[config.mk]
export PLATFORM = sky130hd
export DESIGN_NAME = rope_video_top
export DESIGN_NICKNAME = d
export VERILOG_FILES = /design/src/rope_video_pkg.sv /design/src/phase_timer.sv /design/src/pixel_colorizer.sv /design/src/rope_renderer.sv /design/src/rope_video_top.sv /design/src/sync_phase_fsm.sv
export SDC_FILE = /design/constraint.sdc
export NUM_CORES = 1
export LEC_CHECK = 0
export ABC_AREA = 0
export BUFFER_PORTS_ARGS = -buffer_cell sky130_fd_sc_hd__buf_2
export CAP_MARGIN = 20
export CORE_AREA = 2 2 80 82
export DETAILED_ROUTE_END_ITERATION = 8
export DIE_AREA = 0 0 82 84
export PLACE_DENSITY = 0.74
export SLEW_MARGIN = 10
export SYNTH_ARGS = -nofsm -noshare
export SYNTH_HDL_FRONTEND = slang
export SYNTH_SLANG_ARGS = --single-unit
export TNS_END_PERCENT = 5
[constraint.sdc]
create_clock -name clk_core -period 3.2 [get_ports clk_core]
set_input_delay 0.32 -clock clk_core [delete_from_list [all_inputs] [get_ports clk_core]]
set_output_delay 0.32 -clock clk_core [all_outputs]
set_load 0.03 [all_outputs]
[src/rope_video_pkg.sv]
package rope_video_pkg;

    // ********************
    // 640x480 display timing
    // ********************

    // horizontal phase lengths, in pixels
    localparam int H_ACTIVE = 640;
    localparam int H_FRONT  = 16;
    localparam int H_SYNC   = 96;
    localparam int H_BACK   = 48;

    // vertical phase lengths, in lines
    localparam int V_ACTIVE = 480;
    localparam int V_FRONT  = 10;
    localparam int V_SYNC   = 2;
    localparam int V_BACK   = 33;

    // positions, rope location and phase counts share this width
    localparam int COORD_W = 10;

    typedef logic [COORD_W-1:0] coord_t;

    // one timing axis walks through these in order
    typedef enum logic [1:0] {
        PH_ACTIVE = 2'd0,
        PH_FRONT  = 2'd1,
        PH_SYNC   = 2'd2,
        PH_BACK   = 2'd3
    } phase_e;

    // ********************
    // rope sprite geometry
    // ********************

    // sprite code per pixel
    typedef enum logic [1:0] {
        ICON_NONE   = 2'd0,
        ICON_ROPE   = 2'd1,
        ICON_KNOT   = 2'd2,
        ICON_CENTER = 2'd3
    } icon_e;

    // first and last row of the rope band
    localparam int ROPE_TOP   = 232;
    localparam int ROPE_BOT   = 247;
    localparam int KNOT_HALF  = 8;
    localparam int CENTER_COL = 320;

    // colours as {red, green, blue} nibbles
    localparam logic [11:0] CLR_BG     = 12'h030;
    localparam logic [11:0] CLR_ROPE   = 12'h852;
    localparam logic [11:0] CLR_KNOT   = 12'hF00;
    localparam logic [11:0] CLR_CENTER = 12'hFFF;

endpackage

[src/phase_timer.sv]
`timescale 1ns/10ps

module phase_timer
    import rope_video_pkg::*;
(
    input  logic   clk_core,
    input  logic   i_rst_n,
    input  logic   i_step,
    input  logic   i_restart,
    input  coord_t i_last_count,
    output coord_t o_count,
    output logic   o_done
);

    // ********************
    // position inside phase
    // ********************

    // count only moves on a step
    // restart wins over increment at the phase boundary
    always_ff @(posedge clk_core) begin
        if (!i_rst_n) begin
            o_count <= '0;
        end else if (i_step) begin
            if (i_restart) begin
                o_count <= '0;
            end else begin
                o_count <= o_count + coord_t'(1);
            end
        end
    end

    // last count of the phase reached
    // stays high until the next step moves on
    always_comb begin
        o_done = (o_count == i_last_count);
    end

endmodule

[src/pixel_colorizer.sv]
`timescale 1ns/10ps

module pixel_colorizer
    import rope_video_pkg::*;
(
    input  logic       clk_core,
    input  logic       i_rst_n,
    input  icon_e      i_icon,
    input  logic       i_video_on,
    input  logic       i_hsync_n,
    input  logic       i_vsync_n,
    output logic [3:0] o_red,
    output logic [3:0] o_grn,
    output logic [3:0] o_blu,
    output logic       o_video_on,
    output logic       o_hsync_n,
    output logic       o_vsync_n
);

    logic [11:0] pix_rgb;

    // sprite code to colour, black in blanking
    always_comb begin
        if (!i_video_on) begin
            pix_rgb = 12'h000;
        end else begin
            unique case (i_icon)
                ICON_ROPE:   pix_rgb = CLR_ROPE;
                ICON_KNOT:   pix_rgb = CLR_KNOT;
                ICON_CENTER: pix_rgb = CLR_CENTER;
                default:     pix_rgb = CLR_BG;
            endcase
        end
    end

    // ********************
    // colour and sync stage
    // ********************

    // syncs ride along so they stay aligned with colour
    always_ff @(posedge clk_core) begin
        if (!i_rst_n) begin
            o_red      <= 4'h0;
            o_grn      <= 4'h0;
            o_blu      <= 4'h0;
            o_video_on <= 1'b0;
            o_hsync_n  <= 1'b1;
            o_vsync_n  <= 1'b1;
        end else begin
            o_red      <= pix_rgb[11:8];
            o_grn      <= pix_rgb[7:4];
            o_blu      <= pix_rgb[3:0];
            o_video_on <= i_video_on;
            o_hsync_n  <= i_hsync_n;
            o_vsync_n  <= i_vsync_n;
        end
    end

endmodule

[src/rope_renderer.sv]
`timescale 1ns/10ps

module rope_renderer
    import rope_video_pkg::*;
(
    input  logic   clk_core,
    input  logic   i_rst_n,
    input  phase_e i_h_phase,
    input  phase_e i_v_phase,
    input  coord_t i_col,
    input  coord_t i_row,
    input  coord_t i_rope_loc,
    output icon_e  o_icon,
    output logic   o_video_on,
    output logic   o_hsync_n,
    output logic   o_vsync_n
);

    coord_t              rope_q;
    coord_t              rope_cur;
    logic                frame_start;
    logic                video_on;
    logic                in_band;
    logic                in_knot;
    logic [COORD_W:0]    col_plus;
    logic [COORD_W:0]    loc_plus;
    icon_e               icon;

    // ********************
    // frame-start latch
    // ********************

    // first active pixel of the frame
    assign frame_start = (i_h_phase == PH_ACTIVE) && (i_v_phase == PH_ACTIVE)
                         && (i_col == '0) && (i_row == '0);

    always_ff @(posedge clk_core) begin
        if (!i_rst_n) begin
            rope_q <= '0;
        end else if (frame_start) begin
            rope_q <= i_rope_loc;
        end
    end

    // pixel 0 already uses the value being latched
    assign rope_cur = frame_start ? i_rope_loc : rope_q;

    // ********************
    // sprite decode
    // ********************

    assign video_on = (i_h_phase == PH_ACTIVE) && (i_v_phase == PH_ACTIVE);
    assign in_band  = (i_row >= coord_t'(ROPE_TOP)) && (i_row <= coord_t'(ROPE_BOT));

    // one extra bit so col+8 and loc+8 never wrap
    assign col_plus = {1'b0, i_col} + (COORD_W+1)'(KNOT_HALF);
    assign loc_plus = {1'b0, rope_cur} + (COORD_W+1)'(KNOT_HALF);
    assign in_knot  = (col_plus > {1'b0, rope_cur}) && ({1'b0, i_col} < loc_plus);

    // knot over centre line over rope
    always_comb begin
        if (in_band && in_knot) begin
            icon = ICON_KNOT;
        end else if (i_col == coord_t'(CENTER_COL)) begin
            icon = ICON_CENTER;
        end else if (in_band) begin
            icon = ICON_ROPE;
        end else begin
            icon = ICON_NONE;
        end
    end

    // ********************
    // output stage
    // ********************

    // syncs idle high, active low in the sync phase
    always_ff @(posedge clk_core) begin
        if (!i_rst_n) begin
            o_icon     <= ICON_NONE;
            o_video_on <= 1'b0;
            o_hsync_n  <= 1'b1;
            o_vsync_n  <= 1'b1;
        end else begin
            o_icon     <= icon;
            o_video_on <= video_on;
            o_hsync_n  <= (i_h_phase != PH_SYNC);
            o_vsync_n  <= (i_v_phase != PH_SYNC);
        end
    end

endmodule

[src/rope_video_top.sv]
`timescale 1ns/10ps

module rope_video_top
    import rope_video_pkg::*;
(
    input  logic       clk_core,
    input  logic       i_rst_n,
    input  coord_t     i_rope_loc,
    output logic       o_hsync_n,
    output logic       o_vsync_n,
    output logic       o_video_on,
    output logic [3:0] o_red,
    output logic [3:0] o_grn,
    output logic [3:0] o_blu
);

    phase_e h_phase;
    phase_e v_phase;
    coord_t col;
    coord_t row;
    logic   line_wrap;
    icon_e  icon;
    logic   rnd_video_on;
    logic   rnd_hsync_n;
    logic   rnd_vsync_n;

    // ********************
    // timing axes
    // ********************

    // one pixel per clock
    sync_phase_fsm #(
        .ACTIVE_LEN (H_ACTIVE),
        .FRONT_LEN  (H_FRONT),
        .SYNC_LEN   (H_SYNC),
        .BACK_LEN   (H_BACK)
    ) h_fsm (
        .clk_core (clk_core),
        .i_rst_n  (i_rst_n),
        .i_step   (1'b1),
        .o_phase  (h_phase),
        .o_pos    (col),
        .o_wrap   (line_wrap)
    );

    // one step per line, frame end not needed downstream
    sync_phase_fsm #(
        .ACTIVE_LEN (V_ACTIVE),
        .FRONT_LEN  (V_FRONT),
        .SYNC_LEN   (V_SYNC),
        .BACK_LEN   (V_BACK)
    ) v_fsm (
        .clk_core (clk_core),
        .i_rst_n  (i_rst_n),
        .i_step   (line_wrap),
        .o_phase  (v_phase),
        .o_pos    (row),
        .o_wrap   ()
    );

    // ********************
    // pixel pipeline
    // ********************

    rope_renderer render0 (
        .clk_core   (clk_core),
        .i_rst_n    (i_rst_n),
        .i_h_phase  (h_phase),
        .i_v_phase  (v_phase),
        .i_col      (col),
        .i_row      (row),
        .i_rope_loc (i_rope_loc),
        .o_icon     (icon),
        .o_video_on (rnd_video_on),
        .o_hsync_n  (rnd_hsync_n),
        .o_vsync_n  (rnd_vsync_n)
    );

    pixel_colorizer color0 (
        .clk_core   (clk_core),
        .i_rst_n    (i_rst_n),
        .i_icon     (icon),
        .i_video_on (rnd_video_on),
        .i_hsync_n  (rnd_hsync_n),
        .i_vsync_n  (rnd_vsync_n),
        .o_red      (o_red),
        .o_grn      (o_grn),
        .o_blu      (o_blu),
        .o_video_on (o_video_on),
        .o_hsync_n  (o_hsync_n),
        .o_vsync_n  (o_vsync_n)
    );

endmodule

[src/sync_phase_fsm.sv]
`timescale 1ns/10ps

module sync_phase_fsm
    import rope_video_pkg::*;
#(
    parameter int ACTIVE_LEN = H_ACTIVE,
    parameter int FRONT_LEN  = H_FRONT,
    parameter int SYNC_LEN   = H_SYNC,
    parameter int BACK_LEN   = H_BACK
) (
    input  logic   clk_core,
    input  logic   i_rst_n,
    input  logic   i_step,
    output phase_e o_phase,
    output coord_t o_pos,
    output logic   o_wrap
);

    coord_t last_count;
    phase_e next_phase;
    logic   phase_done;
    logic   advance;

    // ********************
    // phase sequencing
    // ********************

    // last count and successor of the current phase
    always_comb begin
        unique case (o_phase)
            PH_ACTIVE: begin
                last_count = coord_t'(ACTIVE_LEN - 1);
                next_phase = PH_FRONT;
            end
            PH_FRONT: begin
                last_count = coord_t'(FRONT_LEN - 1);
                next_phase = PH_SYNC;
            end
            PH_SYNC: begin
                last_count = coord_t'(SYNC_LEN - 1);
                next_phase = PH_BACK;
            end
            default: begin
                last_count = coord_t'(BACK_LEN - 1);
                next_phase = PH_ACTIVE;
            end
        endcase
    end

    // leave the phase on its last count, but only on a step
    assign advance = phase_done & i_step;

    always_ff @(posedge clk_core) begin
        if (!i_rst_n) begin
            o_phase <= PH_ACTIVE;
        end else if (advance) begin
            o_phase <= next_phase;
        end
    end

    // timer doubles as the active-area position
    phase_timer timer0 (
        .clk_core     (clk_core),
        .i_rst_n      (i_rst_n),
        .i_step       (i_step),
        .i_restart    (advance),
        .i_last_count (last_count),
        .o_count      (o_pos),
        .o_done       (phase_done)
    );

    // end of the whole axis period
    assign o_wrap = advance & (o_phase == PH_BACK);

endmodule

# [Word level (Yosys, flattened, before mapping)]
# Cells that the tools add are included.
[op_classes] magnitude_cmp=4 n_eq_ne=13 bitwise_logic=3 n_reduce_logical=13 addsub=4 n_mux=10
[ops] cell="$pmux W12 S3" count=1
[ops] cell="$pmux W10 S3" count=1
[ops] cell="$pmux W9 S3" count=1
[ops] cell="$add A10 B4 Y11 const B" count=2
[ops] cell="$add A10 B1 Y10 const B" count=2
[ops] cell="$eq A10 B10 Y1" count=2
[ops] cell="$logic_not A10 Y1" count=2
[ops] cell="$mux W10" count=2
[ops] cell="$pmux W2 S3" count=2
[ops] cell="$gt A11 B10 Y1" count=1
[ops] cell="$lt A10 B11 Y1" count=1
[ops] cell="$eq A10 B9 Y1 const B" count=1
[ops] cell="$eq A2 B2 Y1 const B" count=5
[ops] cell="$ge A10 B8 Y1 const B" count=1
[ops] cell="$le A10 B8 Y1 const B" count=1
[ops] cell="$eq A2 B1 Y1 const B" count=3
[ops] cell="$logic_and A1 B1 Y1" count=6
[ops] cell="$logic_not A2 Y1" count=2
[ops] cell="$mux W2" count=2
[ops] cell="$ne A2 B2 Y1 const B" count=2
[ops] cell="$reduce_or A2 Y1" count=2
[ops] cell="$and A1 B1 Y1" count=2
[ops] cell="$reduce_and A2 Y1" count=1
[ops] cell="$mux W1" count=1
[ops] cell="$not A1 Y1" count=1
[word_totals] out_inout_bits=15 input_bits=12 wordCells=63 register_bits=54

# [Longest topological paths before layout]
[logic_depth] depth_word=10 ltp_mapped=21 depth_no_buf=19

# [Hierarchy]
# A second synthesis with hierarchy kept.
[unflattened] cells_unflattened=350 area_unflattened_um2=3159.3
[by_module_without_submodules] module="rope_renderer" cells_per_inst=152 instances=1 area_per_inst_um2=1361.3 seq_area_each_um2=300.3
[by_module_without_submodules] module="phase_timer" cells_per_inst=61 instances=2 area_per_inst_um2=546.8 seq_area_each_um2=200.2
[by_module_without_submodules] module="pixel_colorizer" cells_per_inst=34 instances=1 area_per_inst_um2=357.8 seq_area_each_um2=180.2
[by_module_without_submodules] module="sync_phase_fsm (v_fsm)" cells_per_inst=21 instances=1 area_per_inst_um2=177.7 seq_area_each_um2=40.0
[by_module_without_submodules] module="sync_phase_fsm (h_fsm)" cells_per_inst=20 instances=1 area_per_inst_um2=165.2 seq_area_each_um2=40.0
[by_module_without_submodules] module="rope_video_top" cells_per_inst=1 instances=1 area_per_inst_um2=3.8 seq_area_each_um2=0.0

# [Worst setup path before layout]
# No wires, ideal clock.
[synth_timing] kind="reg-to-reg" startpoint="register h_fsm.timer0.o_count[0]" endpoint="register render0.o_icon[1]" arrival_time_ns=3.320 n_path_buf=2 required_ns=3.083 slack_ns=-0.236 path_stages_with_launch=19 period_less_slack_ns=3.436 setup_ns=0.117 path_cell_list="dfxtp_1 -> inv_1 -> ha_1 -> or4b_1 -> nor4_1 -> and3_1 -> buf_6 -> buf_6 -> mux2i_1 -> inv_1 -> ha_1 -> xor2_1 -> ha_1 -> nand4_1 -> a21oi_1 -> nor2_1 -> o21ai_0 -> o2111ai_1 -> a22o_1"
[synth_between] elab_chain_cells=9 word_cells_on_any_way=13 cone_classes="add/sub: 2; order compare: 2; eq/ne: 1; mux: 3; reduce/logical: 5"
[synth_lines] element="from (decl)" line_no="phase_timer.sv:11" source="output coord_t o_count,"
[synth_lines] element="from (signal assigned)" line_no="phase_timer.sv:28" source="o_count <= o_count + coord_t'(1);"
[synth_lines] element="$logic_not A10 Y1 (*)" line_no="rope_renderer.sv:35" source="&& (i_col == '0) && (i_row == '0);"
[synth_lines] element="$logic_and A1 B1 Y1 (*) (2 in series)" line_no="rope_renderer.sv:35"
[synth_lines] element="$mux W10 (*)"
[synth_lines] element="via render0.rope_cur[4]" line_no="rope_renderer.sv:20" source="coord_t rope_cur;"
[synth_lines] element="$add A10 B4 Y11" line_no="rope_renderer.sv:57" source="assign loc_plus = {1'b0, rope_cur} + (COORD_W+1)'(KNOT_HALF);"
[synth_lines] element="$lt A10 B11 Y1" line_no="rope_renderer.sv:58" source="assign in_knot = (col_plus > {1'b0, rope_cur}) && ({1'b0, i_col} < loc_plus);"
[synth_lines] element="$logic_and A1 B1 Y1 (*)" line_no="rope_renderer.sv:58"
[synth_lines] element="$logic_and A1 B1 Y1 (*)" line_no="rope_renderer.sv:62" source="if (in_band && in_knot) begin"
[synth_lines] element="$mux W2 (*)" line_no="rope_renderer.sv:62"
[synth_lines] element="to (signal assigned)" line_no="rope_renderer.sv:85" source="o_icon <= icon;"
[synth_lines] element="to (decl)" line_no="rope_renderer.sv:13" source="output icon_e o_icon,"
# The timed path passes the listed nets; every way through them passes the cells marked *.
# A chain may end at the register's enable or synchronous reset.

# [Worst setup path after layout]
# Same ends and word-level chain as after synthesis.

==> metrics.cfg <==
[outcome]
status = finished, violations left
violations = negative setup slack

[synth]
ys_ff_latch = 48
async_flop_share_pct = 0
synth-edff-count = 0
synth_ff_type = dfxtp_1
synthCells = 330
synthDistinctLibCells = 49
synth-seq-area-share_pct = 33.1
syn_nets = 378
yosysWarnings = 0
syn_area_um2 = 2900
syn_avg_cell_area_um2 = 8.80

[placement]
place.gp.congestion = 0.812
port_buffers = 26
placed_area_um2 = 3320
dp_slack_ns = -0.559
dp_hpwl_um = 4890

[global_routing]
grt_use_total_pct = 19.5
antenna_found_initial = 0
grt_pass1_wl_um = 10500
grt-ovfl-total = 0
grt_max_degree = 29
grt_pass1_vias = 2395

[clocking]
cts_hold_buf = 0
htreeDepth = 2
cts_max_path_buffers = 2
tritoncts = built
cts-root-buf = clkbuf_8
cts_sinks = 48
cts-buffers-inserted = 5
insertion_delay_ns = 0.31
cts.clk_slew.worst_paths_ns = 0.10

[timing]
hold_viol = 0
setup_viol = 2
rsz0062_at_grt = yes
period_share_pct = 103
finalWorstSetupSlack_ns = -0.0943
min_period_ns = 3.29
tns_ns = -0.161
relSlewSlack_pct = 62.2
worstMarginPinSlew_ns = 0.563
slew_violations = 0
max_freq_mhz = 304
fin_worst_skew_ns = 0.0101

[drt]
via_per_inst = 5.41
dr.pass1.iters = 4
num_vias = 2521
wl_per_cell_um = 13.8
wl_um = 6440
ant_nets = 0
drtIter0Drc = 114
drc = 0

[critical_path]
r2r_slack_ns = -0.09
cpMostUsedCell = ha_4
crit_required_ns = 3.41
crit_type = reg -> reg
cp_cell_sequence = inv_2, ha_4, or4b_4, nor4_4, and3_4, mux2i_2, inv_1, ha_4, xor2_2, ha_1, nand4_1, a21oi_2, nor2_1, o21ai_1, o2111ai_1, a22o_1
cp_slowest_cell = or4b_4
critPathCaptureType = register
worstPathArrival_ns = 3.51
r2r_start = h_fsm.timer0.o_count[0]
crit_path_start = h_fsm.timer0.o_count[0]
crit_path_max_incr_delay_ns = 0.47
cp-endpoint = render0.o_icon[1]
r2r_cells = 16
worstReg2RegEnd = render0.o_icon[1]
crit_fanout = 4
cp-start-kind = register

[worst_hold_path]
hold_class = in -> reg
hp-start = i_rope_loc[1]

[cells_and_area]
areaGrowthSynthToFinish_pct = 23.7
fin_nets = 436
fin_area_um2 = 3590
antenna_cells = 0
drive_above_1_share_pct = 28.5
fin_util_pct = 58.9

[flow_run]
maxCapViolCount = 0

[pwr]
p_leak_nw = 1.56
p_total_mw = 1.40
ir_worst_vdd_uv = 191
pwr_density_cell_nw_per_um2 = 389

[floorplanning]
die_w_um = 82
die_y_um = 84
coreArea_um2 = 6100
rows = 29
start_util_pct = 47.6
io_pins = 27
die_area_um2 = 6890

area by class of cell:
class                      count  area (µm²)
timing repair buffer          68         453
clock buffer                   5        68.8
tap                           77        96.3
sequential                    48         962
fill                         545        2500
multi-input combinational    247        1900
inverter                      18        67.6
clock inverter                 3        46.3
synthesized netlist by cell type, types with 2 or more instances:
master | number | area share [%]
mux2_2 | 2 | 0.78
or2_2 | 2 | 0.43
o21a_1 | 3 | 0.78
nand2_1 | 23 | 3.0
or4_1 | 2 | 0.52
nand3_1 | 15 | 2.6
or3_1 | 3 | 0.65
inv_1 | 18 | 2.3
nor4_1 | 4 | 0.86
nor2_1 | 37 | 4.8
clkbuf_2 | 2 | 0.34
clkbuf_1 | 4 | 0.52
xor2_1 | 13 | 3.9
xnor2_1 | 14 | 4.2
ha_1 | 36 | 16
o31ai_1 | 2 | 0.52
nor3_1 | 6 | 1.0
a211oi_1 | 2 | 0.52
mux2i_1 | 10 | 3.4
nand2b_1 | 3 | 0.65
nand4_1 | 10 | 2.2
buf_6 | 2 | 0.78
a21oi_1 | 11 | 1.9
o211a_1 | 2 | 0.69
and3_1 | 6 | 1.3
nor4b_2 | 2 | 1.0
buf_2 | 3 | 0.52
nor2b_1 | 11 | 2.4
dfxtp_1 | 48 | 33
nand3b_1 | 2 | 0.52
buf_4 | 6 | 1.6
o21ai_0 | 9 | 1.6
layout by cell type (no fill, tap or decap), types with 5 or more instances in the layout:
cell and instances:
dfxtp_1 47, buf_4 41, nor2_1 36, ha_1 33, buf_2 26, nand2_1 23
inv_1 15, nand3_1 13, xnor2_1 13, xor2_1 12, nor2b_1 11, nand4_1 10
a21oi_1 8, mux2i_1 7, nor3_1 6, o21ai_0 6, and3_1 5, clkbuf_8 5
critical path: cells and delay by family, from the launching register on:
| family | cells | cell delay (ns) |
|---|---|---|
| XOR/XNOR | 1 | 0.15 |
| buffers and inverters | 2 | 0.17 |
| AND/OR/NAND/NOR | 5 | 1.15 |
| AO/OA/AOI/OAI | 4 | 0.53 |
| flip-flops | 1 | 0.33 |
| adder cells (fa/ha/maj) | 3 | 0.62 |
| multiplexers | 1 | 0.24 |
state kept, by name, summed over array words and instances (netlist names), 2 cells and up:
register              count
color0.o_grn              3
color0.o_red              2
h_fsm.o_phase             2
h_fsm.timer0.o_count     10
render0.o_icon            2
render0.rope_q           10
v_fsm.o_phase             2
v_fsm.timer0.o_count     10
layer usage:
layer  share of wire (%)  routed length [µm]  up-vias  track usage, %
met2                  50                3220       70            33.9
met4                 2.8                 181        0            7.88
met5                   0                   0        -               0
met1                  43                2780     1184            22.7
met3                 3.9                 248       22            4.11
li1                    -                   -     1245               -
power breakdown:
group          total [mW]  leakage (nW)  internal, mW  switching [mW]
registers           0.628         0.391         0.616          0.0123
clock network       0.464        0.0548         0.236           0.228
logic               0.306          1.12         0.158           0.148
what timing repair did:
| item | CTS | global route |
|---|---|---|
| setup buffers | 3 | 0 |
| gates resized for setup | 28 | 6 |
| pin swaps | 20 | 9 |
| endpoints found under the setup margin | 2 | 2 |
| cloned | 0 | 0 |
worst min-delay path by stage:
stage,to,cells after the start
floorplan,color0.o_hsync_n,1
global placement,color0.o_vsync_n,1
detailed placement,color0.o_hsync_n,1
CTS,render0.rope_q[1],3
global route,render0.rope_q[1],3
finish,render0.rope_q[1],3
metrics by stage:
step / instances / hold slack, ns
after detailed placement: 455 / 0.417
after global placement: 455 / 0.390
after floorplan: 330 / 0.386
after CTS: 466 / 0.314
final: 466 / 0.320
after global routing: 466 / 0.371
kinds of logic (layout without fill, tap and decap cells):
kind of cell    after synthesis  in the layout  share of synthesized area [%]
fa+ha+maj                    36             36                           15.5
compound gates               36             36                           7.80
simple gates                135            135                           24.7
buf+inv                      35             94                           6.03
xor+xnor                     27             27                           8.14
flops                        48             48                           33.1
mux                          13             13                           4.70
No activity file was read; power rests on OpenSTA's default activity.
